**src/rv_pkg.sv**
```systemverilog
// shared widths, opcodes, enums and pipeline register structs for the core
// rv32i subset only: no jalr, no byte or halfword access, no shifts by immediate
// both memories are word addressed, 64 words each
package rv_pkg;

  localparam int XLEN       = 32;  // data width
  localparam int IMEM_WORDS = 64;  // instruction memory depth
  localparam int DMEM_WORDS = 64;  // data memory depth

  typedef logic [XLEN-1:0]                 word_t;       // data or instruction word
  typedef logic [4:0]                      reg_idx_t;    // register index
  typedef logic [$clog2(IMEM_WORDS)-1:0]   imem_addr_t;  // instruction word address
  typedef logic [$clog2(DMEM_WORDS)-1:0]   dmem_addr_t;  // data word address

  localparam reg_idx_t ECALL_REG = 5'd17;  // a7 carries the ecall code
  localparam word_t    HALT_CODE = 32'd10; // exit request

  localparam logic [6:0] OP_R      = 7'b0110011;
  localparam logic [6:0] OP_I      = 7'b0010011;
  localparam logic [6:0] OP_LOAD   = 7'b0000011;
  localparam logic [6:0] OP_STORE  = 7'b0100011;
  localparam logic [6:0] OP_BRANCH = 7'b1100011;
  localparam logic [6:0] OP_JAL    = 7'b1101111;
  localparam logic [6:0] OP_SYSTEM = 7'b1110011;

  typedef enum logic [2:0] {
    ALU_ADD,
    ALU_SUB,
    ALU_AND,
    ALU_OR,
    ALU_XOR,
    ALU_SLT,  // signed
    ALU_SLL,
    ALU_SRL
  } alu_op_e;

  typedef enum logic [1:0] {
    FWD_RF,   // value read in decode
    FWD_MEM,  // from ex/mem
    FWD_WB    // from mem/wb
  } fwd_sel_e;

  typedef struct packed {
    logic reg_write;
    logic mem_read;
    logic mem_write;
    logic mem_to_reg;
    logic alu_src;    // operand b is the immediate
    logic branch;
    logic branch_ne;  // bne, inverts the compare
    logic jal;
    logic halt;       // ecall with x17 == 10
  } ctrl_t;

  typedef struct packed {
    logic  valid;
    word_t pc;
    word_t inst;
  } if_id_t;

  typedef struct packed {
    ctrl_t    ctrl;
    alu_op_e  alu_op;
    word_t    pc;
    word_t    rs1_data;
    word_t    rs2_data;
    word_t    imm;
    reg_idx_t rs1;
    reg_idx_t rs2;
    reg_idx_t rd;
  } id_ex_t;

  typedef struct packed {
    ctrl_t    ctrl;
    word_t    alu_out;
    word_t    store_data;
    word_t    link_pc;    // pc+4 for jal
    reg_idx_t rd;
  } ex_mem_t;

  typedef struct packed {
    logic     reg_write;
    logic     halt;
    word_t    wb_data;
    reg_idx_t rd;
  } mem_wb_t;

endpackage

```
**src/decode_stage.sv**
```systemverilog
// opcode decode, immediates, ecall halt check and the id/ex register
// ecall reads x17 through rs1; x17 == 10 halts, any other value is a no-op
// unknown opcodes decode as no-ops; stall or redirect puts a bubble in id/ex
`timescale 1ns/1ps

module decode_stage (
  input  logic             clk,
  input  logic             reset,
  input  rv_pkg::if_id_t   if_id,
  input  rv_pkg::word_t    rs1_data,
  input  rv_pkg::word_t    rs2_data,
  input  rv_pkg::fwd_sel_e fwd_ecall,
  input  rv_pkg::word_t    mem_fwd,
  input  rv_pkg::word_t    wb_fwd,
  input  logic             byp_rs1,
  input  logic             byp_rs2,
  input  logic             stall,
  input  logic             redirect,
  output rv_pkg::reg_idx_t rs1,
  output rv_pkg::reg_idx_t rs2,
  output logic             is_ecall,
  output rv_pkg::id_ex_t   id_ex
);
  import rv_pkg::*;

  logic [6:0] opcode;
  logic [2:0] funct3;
  ctrl_t      ctrl;
  alu_op_e    alu_op;
  word_t      imm;
  word_t      x17_val;
  word_t      rs1_val;
  word_t      rs2_val;

  assign opcode   = if_id.inst[6:0];
  assign funct3   = if_id.inst[14:12];
  assign is_ecall = if_id.valid && opcode == OP_SYSTEM;
  assign rs1      = is_ecall ? ECALL_REG : if_id.inst[19:15];  // steer to a7
  assign rs2      = if_id.inst[24:20];
  assign rs1_val  = byp_rs1 ? wb_fwd : rs1_data;  // same-cycle writeback
  assign rs2_val  = byp_rs2 ? wb_fwd : rs2_data;

  always_comb begin
    case (fwd_ecall)
      FWD_MEM: x17_val = mem_fwd;
      FWD_WB:  x17_val = wb_fwd;
      default: x17_val = rs1_data;  // rs1 already points at x17
    endcase
  end

  always_comb begin
    ctrl   = '0;
    alu_op = ALU_ADD;
    imm    = {{20{if_id.inst[31]}}, if_id.inst[31:20]};  // I form
    case (opcode)
      OP_R: begin
        ctrl.reg_write = 1'b1;
        case (funct3)
          3'b000:  alu_op = if_id.inst[30] ? ALU_SUB : ALU_ADD;
          3'b001:  alu_op = ALU_SLL;
          3'b010:  alu_op = ALU_SLT;
          3'b100:  alu_op = ALU_XOR;
          3'b101:  alu_op = ALU_SRL;
          3'b110:  alu_op = ALU_OR;
          3'b111:  alu_op = ALU_AND;
          default: alu_op = ALU_ADD;
        endcase
      end
      OP_I: begin
        ctrl.reg_write = 1'b1;
        ctrl.alu_src   = 1'b1;
        case (funct3)
          3'b010:  alu_op = ALU_SLT;
          3'b100:  alu_op = ALU_XOR;
          3'b110:  alu_op = ALU_OR;
          3'b111:  alu_op = ALU_AND;
          default: alu_op = ALU_ADD;  // addi
        endcase
      end
      OP_LOAD: begin
        ctrl.reg_write  = 1'b1;
        ctrl.mem_read   = 1'b1;
        ctrl.mem_to_reg = 1'b1;
        ctrl.alu_src    = 1'b1;
      end
      OP_STORE: begin
        ctrl.mem_write = 1'b1;
        ctrl.alu_src   = 1'b1;
        imm = {{20{if_id.inst[31]}}, if_id.inst[31:25], if_id.inst[11:7]};
      end
      OP_BRANCH: begin
        ctrl.branch    = 1'b1;
        ctrl.branch_ne = funct3[0];  // bne
        imm = {{19{if_id.inst[31]}}, if_id.inst[31], if_id.inst[7],
               if_id.inst[30:25], if_id.inst[11:8], 1'b0};
      end
      OP_JAL: begin
        ctrl.reg_write = 1'b1;
        ctrl.jal       = 1'b1;
        imm = {{11{if_id.inst[31]}}, if_id.inst[31], if_id.inst[19:12],
               if_id.inst[20], if_id.inst[30:21], 1'b0};
      end
      OP_SYSTEM: ctrl.halt = x17_val == HALT_CODE;  // ecall exit check
      default: ctrl = '0;
    endcase
    if (!if_id.valid) begin
      ctrl = '0;  // flushed slot
    end
  end

  always_ff @(posedge clk) begin
    if (reset || stall || redirect) begin
      id_ex.ctrl <= '0;  // bubble
    end else begin
      id_ex.ctrl <= ctrl;
    end
    id_ex.alu_op   <= alu_op;
    id_ex.pc       <= if_id.pc;
    id_ex.rs1_data <= rs1_val;
    id_ex.rs2_data <= rs2_val;
    id_ex.imm      <= imm;
    id_ex.rs1      <= rs1;
    id_ex.rs2      <= rs2;
    id_ex.rd       <= if_id.inst[11:7];
  end

endmodule

```
**config.mk**
```make
export PLATFORM = sky130hd
export DESIGN_NAME = decode_stage
export DESIGN_NICKNAME = d
export VERILOG_FILES = /design/src/rv_pkg.sv /design/src/decode_stage.sv
export SDC_FILE = /design/constraint.sdc
export NUM_CORES = 1
export LEC_CHECK = 0
export BUFFER_PORTS_ARGS = -buffer_cell sky130_fd_sc_hd__buf_4
export CAP_MARGIN = 5
export CORE_AREA = 2 2 143 145
export DETAILED_ROUTE_END_ITERATION = 8
export DIE_AREA = 0 0 145 147
export PLACE_DENSITY = 0.55
export SETUP_SLACK_MARGIN = 0.02
export SLEW_MARGIN = 25
export SYNTH_ARGS = -nofsm -noshare
export SYNTH_HDL_FRONTEND = slang
export SYNTH_SLANG_ARGS = --single-unit
export TNS_END_PERCENT = 10
```
**constraint.sdc**
```tcl
create_clock -name clk -period 2.55 [get_ports clk]
set_input_delay 0.3825 -clock clk [delete_from_list [all_inputs] [get_ports clk]]
set_output_delay 0.3825 -clock clk [all_outputs]
set_load 0.05 [all_outputs]
```
# [Yosys cells after proc, flatten, opt, wreduce, memory -nomap -nowiden]
# Cells that the tools add are included.
[totals] register_bits=143 input_bits=201 output_inout_bits=166
[classes] eq_ne=16 muxes=15 bitwise=3 reduce_logical=9
[ops] op="$mux 32" n=2
[ops] op="$pmux 32 s2" n=1
[ops] op="$pmux 20 s3" n=1
[ops] op="$eq 32x4->1 const B" n=1
[ops] op="$eq 7x7->1 const B" n=3
[ops] op="$pmux 3 s7" n=1
[ops] op="$eq 7x6->1 const B" n=2
[ops] op="$eq 3x3->1 const B" n=4
[ops] op="$pmux 3 s4" n=1
[ops] op="$reduce_or 3->1" n=3
[ops] op="$eq 7x2->1 const B" n=1
[ops] op="$eq 7x5->1 const B" n=1
[ops] op="$mux 1" n=6
[ops] op="$pmux 3 s2" n=1
[ops] op="$mux 5" n=1
[ops] op="$reduce_or 4->1" n=1
[ops] op="$eq 3x1->1 const B" n=1
[ops] op="$eq 3x2->1 const B" n=1
[ops] op="$logic_not 3->1" n=1
[ops] op="$not 1->1" n=3
[ops] op="$eq 2x1->1 const B" n=1
[ops] op="$eq 2x2->1 const B" n=1
[ops] op="$logic_or 1x1->1" n=2
[ops] op="$mux 2" n=1
[ops] op="other kinds (2)" n=2

# [Logic depth before layout (Yosys ltp)]
# Gate-level depths: netlist of the first run.
[depth] ltp_word=3 depth_mapped=6 ltp_nobuf=6

# [Least setup slack after synthesis of the first run]
# Ideal clock, no wire load.
[synth_path] kind="in2out" start="input if_id[2] (netlist name)" end="output rs1[1]" arrival_ns=2.692 t_required_ns=2.168 setup_slack_ns=-0.524 stages=4 path_buffers=1 cell_sequence="nand4bb_1 clkbuf_1 nor3_1 nor2b_1"
[synth_via] elab_chain_len=3
[synth_rtl] item="from (decl)" line_no="decode_stage.sv:9" text="input rv_pkg::if_id_t if_id,"
[synth_rtl] item="$eq 7x7->1" line_no="decode_stage.sv:37" text="assign is_ecall = if_id.valid && opcode == OP_SYSTEM;"
[synth_rtl] item="$logic_and 1x1->1" line_no="decode_stage.sv:37"
[synth_rtl] item="named net is_ecall" line_no="decode_stage.sv:21" text="output logic is_ecall,"
[synth_rtl] item="$mux 5" line_no="decode_stage.sv:38" text="assign rs1 = is_ecall ? ECALL_REG : if_id.inst[19:15];"
[synth_rtl] item="to (decl)" line_no="decode_stage.sv:19" text="output rv_pkg::reg_idx_t rs1,"
# The timed path passes the listed nets, and every way through them passes these cells.

# [Final worst setup path of the first run]
[layout_path] start="input if_id[2] (netlist name)" end="output rs1[0]"
[layout_via] elab_chain_len=3
[layout_rtl] item="$eq 7x7->1" line_no="decode_stage.sv:37"
[layout_rtl] item="$logic_and 1x1->1" line_no="decode_stage.sv:37"
[layout_rtl] item="$mux 5" line_no="decode_stage.sv:38"
# No other way between the ends.

==> metrics, run 1 <==
Core Box Area=19800 µm²; Leak=0.00372 µW; Slew Viols, Final=0; number of max-cap violations=0; critical path's slowest cell=nor3_2; CP peak stage delay=0.46 ns; number of port buffers=366; Top Registers=id_ex x143; register area=2860 µm²; crit path max fanout=7; layout overhead on the synthesized area=78.9%; Peak VDD IR=roughly 400 µV; GP Congestion=0.861; dpl hpwl=roughly 13000 µm; CP Cell Sequence=buf_4 -> nand4bb_1 -> nor3_2 -> or2_2 -> buf_4; H-tree Lvls=4; Avg Synthesized Cell Area=roughly 13 µm²; number of fillers in the final layout=1946; die footprint=21300 µm²; largest net degree at the start of global routing=33; Final Hold Vio Count=0; via count=4021; first-pass GRT wire length=23800 µm; warnings from Yosys=0; Clock Sinks=approximately 140; largest reg by FF count=id_ex; HP Class=input pin to register; Initial Util=0.224; post-CTS sizing=0; Multi-input gate area=1400 µm²; Worst-path clk slew=about 0.070 ns; final setup fails=0; setup bufs post-CTS=0; drt wl/cell=16.5 µm; Nets=903; post-synthesis cell count=343; unrepaired setup endpoints after global routing=false; # IOs=367; most common cell after layout, fill and taps aside=buf_4; CP Data Required Time=about 2.2 ns; CP Capture Type=output port; Cell variety after synth=35; outcome=finished clean; Post-route DRC=0; Crit path max-delay family=simple AND/OR/NAND/NOR gates; Final TNS setup=0 ns; register area share after synthesis=0.644; crit path buf inv count=2; drt first pass iters=4; crit path DAT=1.59 ns; initial antenna violation count=0; Max Freq=around 0.51 GHz; Post-Route WL=16200 µm; Clock Tree Buf Depth=2; DIE HEIGHT=147 µm; Diodes inserted=0; Tot GR Track Use=0.147; Final ANT Viol Nets=0; Clock Tree Root=clkbuf_16; vias in the first global route=4327; Overflow after GRT=0; vias per cell=around 4; most frequent cells in the layout=buf_4, dfxtp_1, mux2_2, nor4_1, clkbuf_16; Startpoint Class=input pin; Final Cycle Share=0.773; CP Depth=5; Iter 0 DRT Violations=112; hold_ws=0.0662 ns; Max transition margin=0.601; Num CTS Buffers=17; Worst Tran Pin Value=0.595 ns; die width=~150 µm; Tmin final=1.97 ns; syn_nets=546; CP dominant cell by count=buf_4; power per cell area=764 nW/µm²; fraction of layout instances using a drive strength above 1=0.663; Hold Path End=id_ex[135]$_DFF_P_; row count=52; number of synthesized register bits=between 100 and 150; worst setup path class=input pin to output port; max FFs per register=143; WHS Path Cells=1; CTS tree=built; Post-CTS Hold Fix Bufs=0; post-synth design cell area=4440 µm²; hold_sp=if_id[56]
-- metal layers --
layer,wire length [µm],vias to the layer above,global-route usage
met3,1250,22,0.0497
met4,323,0,0.0584
met1,6060,1860,0.154
met5,0,-,0
li1,-,1911,-
met2,8550,228,0.270
-- power by group --
group	switching, µW	internal (µW)
registers	44.3	2370
logic	780	487
clock network	1090	1300
total	1910	4160
-- Yosys cell counts --
master	n	area [µm²]
nor4b_1	2	17.5
nand4b_1	1	8.76
a21oi_1	5	25.0
nor3b_1	1	7.51
ha_1	2	25.0
nor2b_1	4	25.0
nand3_1	1	5.00
nor3_1	8	40.0
or4bb_1	1	11.3
dfxtp_1	143	2860
a21o_1	8	60.1
o21ai_0	1	5.00
a211o_1	1	8.76
nand4_1	6	37.5
nand4bb_1	1	11.3
nand3b_1	2	15.0
or3_1	2	12.5
a221oi_2	1	15.0
mux2_2	68	766
clkbuf_1	6	22.5
or4_1	2	15.0
nor4_1	18	113
or2_2	3	18.8
o21bai_1	1	7.51
a41oi_1	1	8.76
a22oi_1	2	15.0
nand2b_1	4	25.0
buf_1	6	22.5
buf_2	1	5.00
and2_1	1	6.26
a221o_1	2	20.0
nand2_1	6	22.5
inv_1	3	11.3
buf_4	17	128
nor2_1	12	45.0
-- metrics by stage --
stage               area [µm²]  worst slack, ns   util  std cells  total power (µW)
finish                    7950            0.579  0.401        983              6070
global route              7950            0.473  0.401        983              6290
CTS                       7950            0.559  0.401        983              6160
detailed placement        7370            0.564  0.372        951              3740
global placement          7370            0.601  0.372        951              3730
floorplan                 4450            0.141      -        343              3190
-- worst max-delay path by stage --
stage	start	slack, ns	endpoint
5_1_grt	if_id[2]	0.47	rs1[0]
3_3_place_gp	if_id[2]	0.60	rs1[0]
3_5_place_dp	if_id[2]	0.56	rs1[0]
6_report	if_id[2]	0.58	rs1[0]
2_1_floorplan	if_id[2]	0.14	rs1[1]
4_1_cts	if_id[2]	0.56	rs1[0]
-- cell type report --
class                           instances  share of cell area
Sequential cell                       143               0.360
Timing Repair Buffer                  368               0.348
Multi-Input combinational cell        167               0.176
Clock buffer                           17              0.0535
Tap cell                              270              0.0425
Clock inverter                         15              0.0190
Inverter                                3             0.00142
-- kinds of logic (layout without fill, tap and decap cells) --
| kind of cell | after synthesis | in the layout | share of synthesized area |
|---|---|---|---|
| AOI/OAI and AO/OA | 22 | 22 | 0.0372 |
| adders and majority gates | 2 | 2 | 0.00563 |
| buffers and inverters | 33 | 403 | 0.0425 |
| DFF | 143 | 143 | 0.644 |
| muxes | 68 | 68 | 0.172 |
| and+or+nand+nor | 75 | 75 | 0.0983 |
Power figures use the tool's default switching activity.
==> inputs of run 2 (changes only) <==
ABC_AREA = 1   (was not set)
CORE_AREA = 2 2 144 146   (was 2 2 143 145)
DIE_AREA = 0 0 146 148   (was 0 0 145 147)
PLACE_DENSITY = 0.59   (was 0.55)
clock period = 1.6 ns   (was 2.55 ns; I/O delays follow)
==> metrics, run 2 <==
outcome=finished clean; Startpoint Class=register; critical path's slowest cell=dfxtp_1; Post-route DRC=0; net switching power=around 3200 µW; register share of total power=0.389; post-layout util=0.445; register area share after synthesis=0.578; Final TNS setup=0 ns; crit path max fanout=12; row count=52; Crit path max-delay family=flip-flops; Num CTS Buffers=17; post-synth design cell area=4950 µm²; via count=around 5000; largest net degree at the start of global routing=45; Clock Sinks=between 100 and 150; internal power=6710 µW; CP Data Required Time=1.36 ns; power per cell area=1110 nW/µm²; Overflow after GRT=0; H-tree Lvls=4; Cell variety after synth=26; number of max-cap violations=0; Post-CTS Hold Fix Bufs=49; first-pass GRT wire length=about 28000 µm; Top Registers=id_ex x143; largest area contributor in the netlist=dfxtp_1; Area contributors post-synth=dfxtp_1, mux2_2, nand2_1, nor2_1, buf_4; worst setup path class=register to output port; Final ANT Viol Nets=0; Diodes inserted=0; Post-Route WL=19000 µm; initial antenna violation count=0; Final Cycle Share=0.923; Peak VDD IR=639 µV; Max Freq=0.677 GHz; Max transition margin=0.653; number of fillers in the final layout=1973; crit path buf inv count=1; register area=roughly 2900 µm²; GP Congestion=0.844; unrepaired setup endpoints after global routing=false; HP Class=input pin to register; largest reg by FF count=id_ex; post-synthesis cell count=528; Leak=0.00442 µW; Final Hold Vio Count=0; combinational power share=0.232; CP Capture Type=output port; Iter 0 DRT Violations=130; Clock Tree Root=clkbuf_16; vias in the first global route=slightly above 5000; Initial Util=0.247; syn_nets=731; number of port buffers=366; drt first pass iters=4; Multi-input gate area=1710 µm²; DIE HEIGHT=approximately 150 µm; Tmin final=1.48 ns; Clock Tree Buf Depth=2; vias per cell=4.05; Nets=1139; setup bufs post-CTS=0; EDFF count, synth=0; max FFs per register=143; dpl hpwl=14700 µm; Avg Synthesized Cell Area=9.38 µm²; fraction of layout instances using a drive strength above 1=0.491; top-count cell post-synth=nand2_1; post-CTS sizing=0; crit path DAT=about 1.2 ns; # IOs=367; sw frac=0.321; most common cell after layout, fill and taps aside=buf_4; ys async rst share=0; die footprint=21600 µm²; CP peak stage delay=~0.55 ns; Core Box Area=20000 µm²; Slew Viols, Final=0; crit path to=id_ex[42]; final setup fails=0; most frequent cells after synthesis=nand2_1, dfxtp_1, mux2_2; Worst-path clk slew=0.06 ns; Primary FF master, synth=dfxtp_1; Tot GR Track Use=0.174; CTS tree=built; CP Cell Sequence=buf_4; drt wl/cell=15.6 µm; die width=about 150 µm; layout overhead on the synthesized area=80.1%; number of synthesized register bits=143; most frequent cells in the layout=buf_4, nand2_1, dfxtp_1, mux2_2, dlygate4sd3_1; Worst Tran Pin Value=0.521 ns; hold_ws=0.0302 ns; share of the synthesized area in the top cell type=0.578; clock power share=0.379; CP Launch Point=id_ex[35]$_DFF_P_; CP Depth=1; warnings from Yosys=0
==> run 2: changes by cell type in the layout (fill, tap and decap cells not counted), sizes merged, moves of 8 or more <==
cell / before / now
dlygate4sd3: 0 / 49
o21ai: 1 / 31
a21o: 8 / 0
nand2: 6 / 156
inv: 10 / 41
mux2: 68 / 54
nor2: 12 / 46
nor4: 18 / 0
==> run 2: cell type report <==
cell class,instances,area share
Timing Repair Buffer,424,0.373
Tap cell,270,0.0379
Multi-Input combinational cell,316,0.191
Clock buffer,17,0.0477
Sequential cell,143,0.321
Inverter,34,0.0146
Clock inverter,14,0.0142
==> run 2: power by group through the flow <==
stage	Combinational, µW	Sequential, µW	Clock, µW
final	2290	3850	3740
after CTS	2310	3850	3860
after detailed placement	2200	3930	0
after floorplan	517	4710	0
after global placement	2200	3920	0
after global routing	2410	3870	4040
==> run 2: worst min path at each step <==
stage	startpoint	endpoint	slack, ns	cells past startpoint
6_report	if_id[6]	id_ex[152]$_SDFF_PP0_	0.03	2
4_1_cts	if_id[6]	id_ex[152]$_SDFF_PP0_	0.01	2
3_3_place_gp	if_id[34]	id_ex[113]$_DFF_P_	0.34	1
3_5_place_dp	if_id[40]	id_ex[119]$_DFF_P_	0.35	1
2_1_floorplan	if_id[7]	id_ex[0]$_DFF_P_	0.27	0
5_1_grt	rs2_data[16]	id_ex[63]$_DFF_P_	0.01	2
==> run 2: logic make-up after synthesis <==
group / Yosys count / synth area share
AO/OA/AOI/OAI: 43 / 0.0457
adder cells (fa/ha/maj): 2 / 0.00505
buffers and inverters: 69 / 0.0776
flip-flops: 143 / 0.578
multiplexers: 54 / 0.123
AND/OR/NAND/NOR: 217 / 0.171
==> run 2: per-stage QoR <==
step           worst slack [ns]  area, µm²  power, µW  instances
2_1_floorplan            -0.113       4950       5230        528
3_3_place_gp           0.000358       7880       6120       1138
3_5_place_dp            0.00747       7880       6130       1138
4_1_cts                  0.0888       8920      10000       1218
5_1_grt                  0.0408       8920      10300       1218
6_report                  0.124       8920       9880       1218
==> run 2: layer usage <==
| metal | vias to the layer above | GRT usage | wire length, µm |
|---|---|---|---|
| met5 | - | 0 | 0 |
| met4 | 0 | 0.0592 | 361 |
| met3 | 16 | 0.0568 | 1520 |
| met2 | 248 | 0.315 | 9760 |
| met1 | 2187 | 0.192 | 7400 |
| li1 | 2477 | - | - |
==> inputs of run 3 (changes only) <==
MAX_ROUTING_LAYER = met4   (was not set)
clock period = 1.3 ns   (was 1.6 ns; I/O delays follow)
==> metrics, run 3 (synthesis results as in run 2) <==
Max transition margin=0.744; Worst-path clk slew=approximately 0.060 ns; crit path DAT=1.06 ns; met2 WL=10200 µm; unrepaired setup endpoints after global routing=true; worst setup path class=input pin to output port; outcome=finished clean; Iter 0 DRT Violations=165; row count=52; Final TNS setup=0 ns; Clock Sinks=between 100 and 150; CP Capture Type=output port; Final Hold Vio Count=0; first-pass GRT wire length=29000 µm; DIE HEIGHT=~150 µm; die footprint=21600 µm²; GP Congestion=just under 0.9; vias per cell=4.04; Tot GR Track Use=0.180; post-layout util=0.483; die width=146 µm; number of port buffers=approximately 370; max FFs per register=roughly 140; vias in the first global route=5300; Core Box Area=20000 µm²; Final Cycle Share=0.968; dpl hpwl=about 15000 µm; most common cell after layout, fill and taps aside=buf_4; Met1 Wirelength=7810 µm; number of max-cap violations=0; Worst Tran Pin Value=0.379 ns; top sig layer=met4; drt wl/cell=~15 µm; HP Class=input pin to register; Initial Util=0.247; most frequent cells in the layout=buf_4, nand2_1, dfxtp_1, dlygate4sd3_1, mux2_2; CP Data Required Time=1.11 ns; # IOs=367; fraction of layout instances using a drive strength above 1=0.488; Power Total=12300 µW; largest reg by FF count=id_ex; Startpoint Class=input pin; Overflow after GRT=0; met3 routed WL=1220 µm; initial antenna violation count=0; final setup fails=0; via count=5172; Peak VDD IR=814 µV; hold_ws=between 0.01 and 0.015 ns; power per cell area=1280 nW/µm²; Top Registers=id_ex x143; Nets=1202; Clock Tree Root=clkbuf_16; largest net degree at the start of global routing=45; Leak=0.00475 µW; number of fillers in the final layout=1892; Final ANT Viol Nets=0; layout overhead on the synthesized area=95.5%; Diodes inserted=0; Tmin final=1.26 ns; drt first pass iters=4; CTS tree=built; Clock Tree Buf Depth=2; Slew Viols, Final=0; crit path max fanout=3; Num CTS Buffers=17; Post-Route WL=19700 µm; H-tree Lvls=4; Post-route DRC=0; Max Freq=0.795 GHz
==> run 3: cell count changes in the layout (fill, tap and decap cells not counted), sizes merged <==
cell,before,now
dlygate4sd3,49,97
buf,375,390
clkinvlp,5,6
clkinv,2,1
==> run 3: path summary, 6_finish.rpt <==
| check | start | end | slack [ns] | depth (start not counted) |
|---|---|---|---|---|
| max | if_id[21] | rs2[1] | 0.04 | 3 |
| min | wb_fwd[2] | id_ex[81]$_DFF_P_ | 0.01 | 3 |
==> run 3: final cells by class <==
type                    count  area (µm²)  share of cell area
repair buffers            487        4000               0.413
flip-flops and latches    143        2870               0.296
multi-input cells         316        1780               0.184
clock buffers              17         425              0.0440
well taps                 270         338              0.0349
inverters                  34         149              0.0154
clock inverters            14         124              0.0128
==> run 3: critical path, stage by stage <==
cell and delay [ns]:
dlygate4sd3_1 0.54, buf_4 0.14, buf_4 0.18
==> run 3: timing repair <==
action | CTS | global route
resized for setup | 8 | 11
endpoints found under the hold margin | 95 | 3
endpoints found under the setup margin | 15 | 19
hold buffers | 94 | 3
setup buffers | 0 | 2
pin swaps | 1 | 4
==> run 3: metrics by stage <==
stage / instances / setup slack (ns) / cell area, µm²
floorplan: 528 / -0.0396 / 5020
global placement: 1151 / -0.184 / 8080
detailed placement: 1151 / -0.222 / 8080
CTS: 1276 / -0.00112 / 9590
global route: 1281 / -0.00369 / 9680
finish: 1281 / 0.0416 / 9680
==> run 3: report_power, final <==
part | leakage [µW] | switching [µW] | internal [µW]
Sequential | 0.00120 | 79.9 | 4660
Combinational | 0.00329 | 1770 | 1250
Clock | 0.000255 | 2090 | 2500
==> run 3: per-layer routing <==
metal	vias to the layer above	track usage
met5	-	-
met4	0	0.0621
met3	26	0.0488
met2	219	0.317
met1	2325	0.197
li1	2602	-
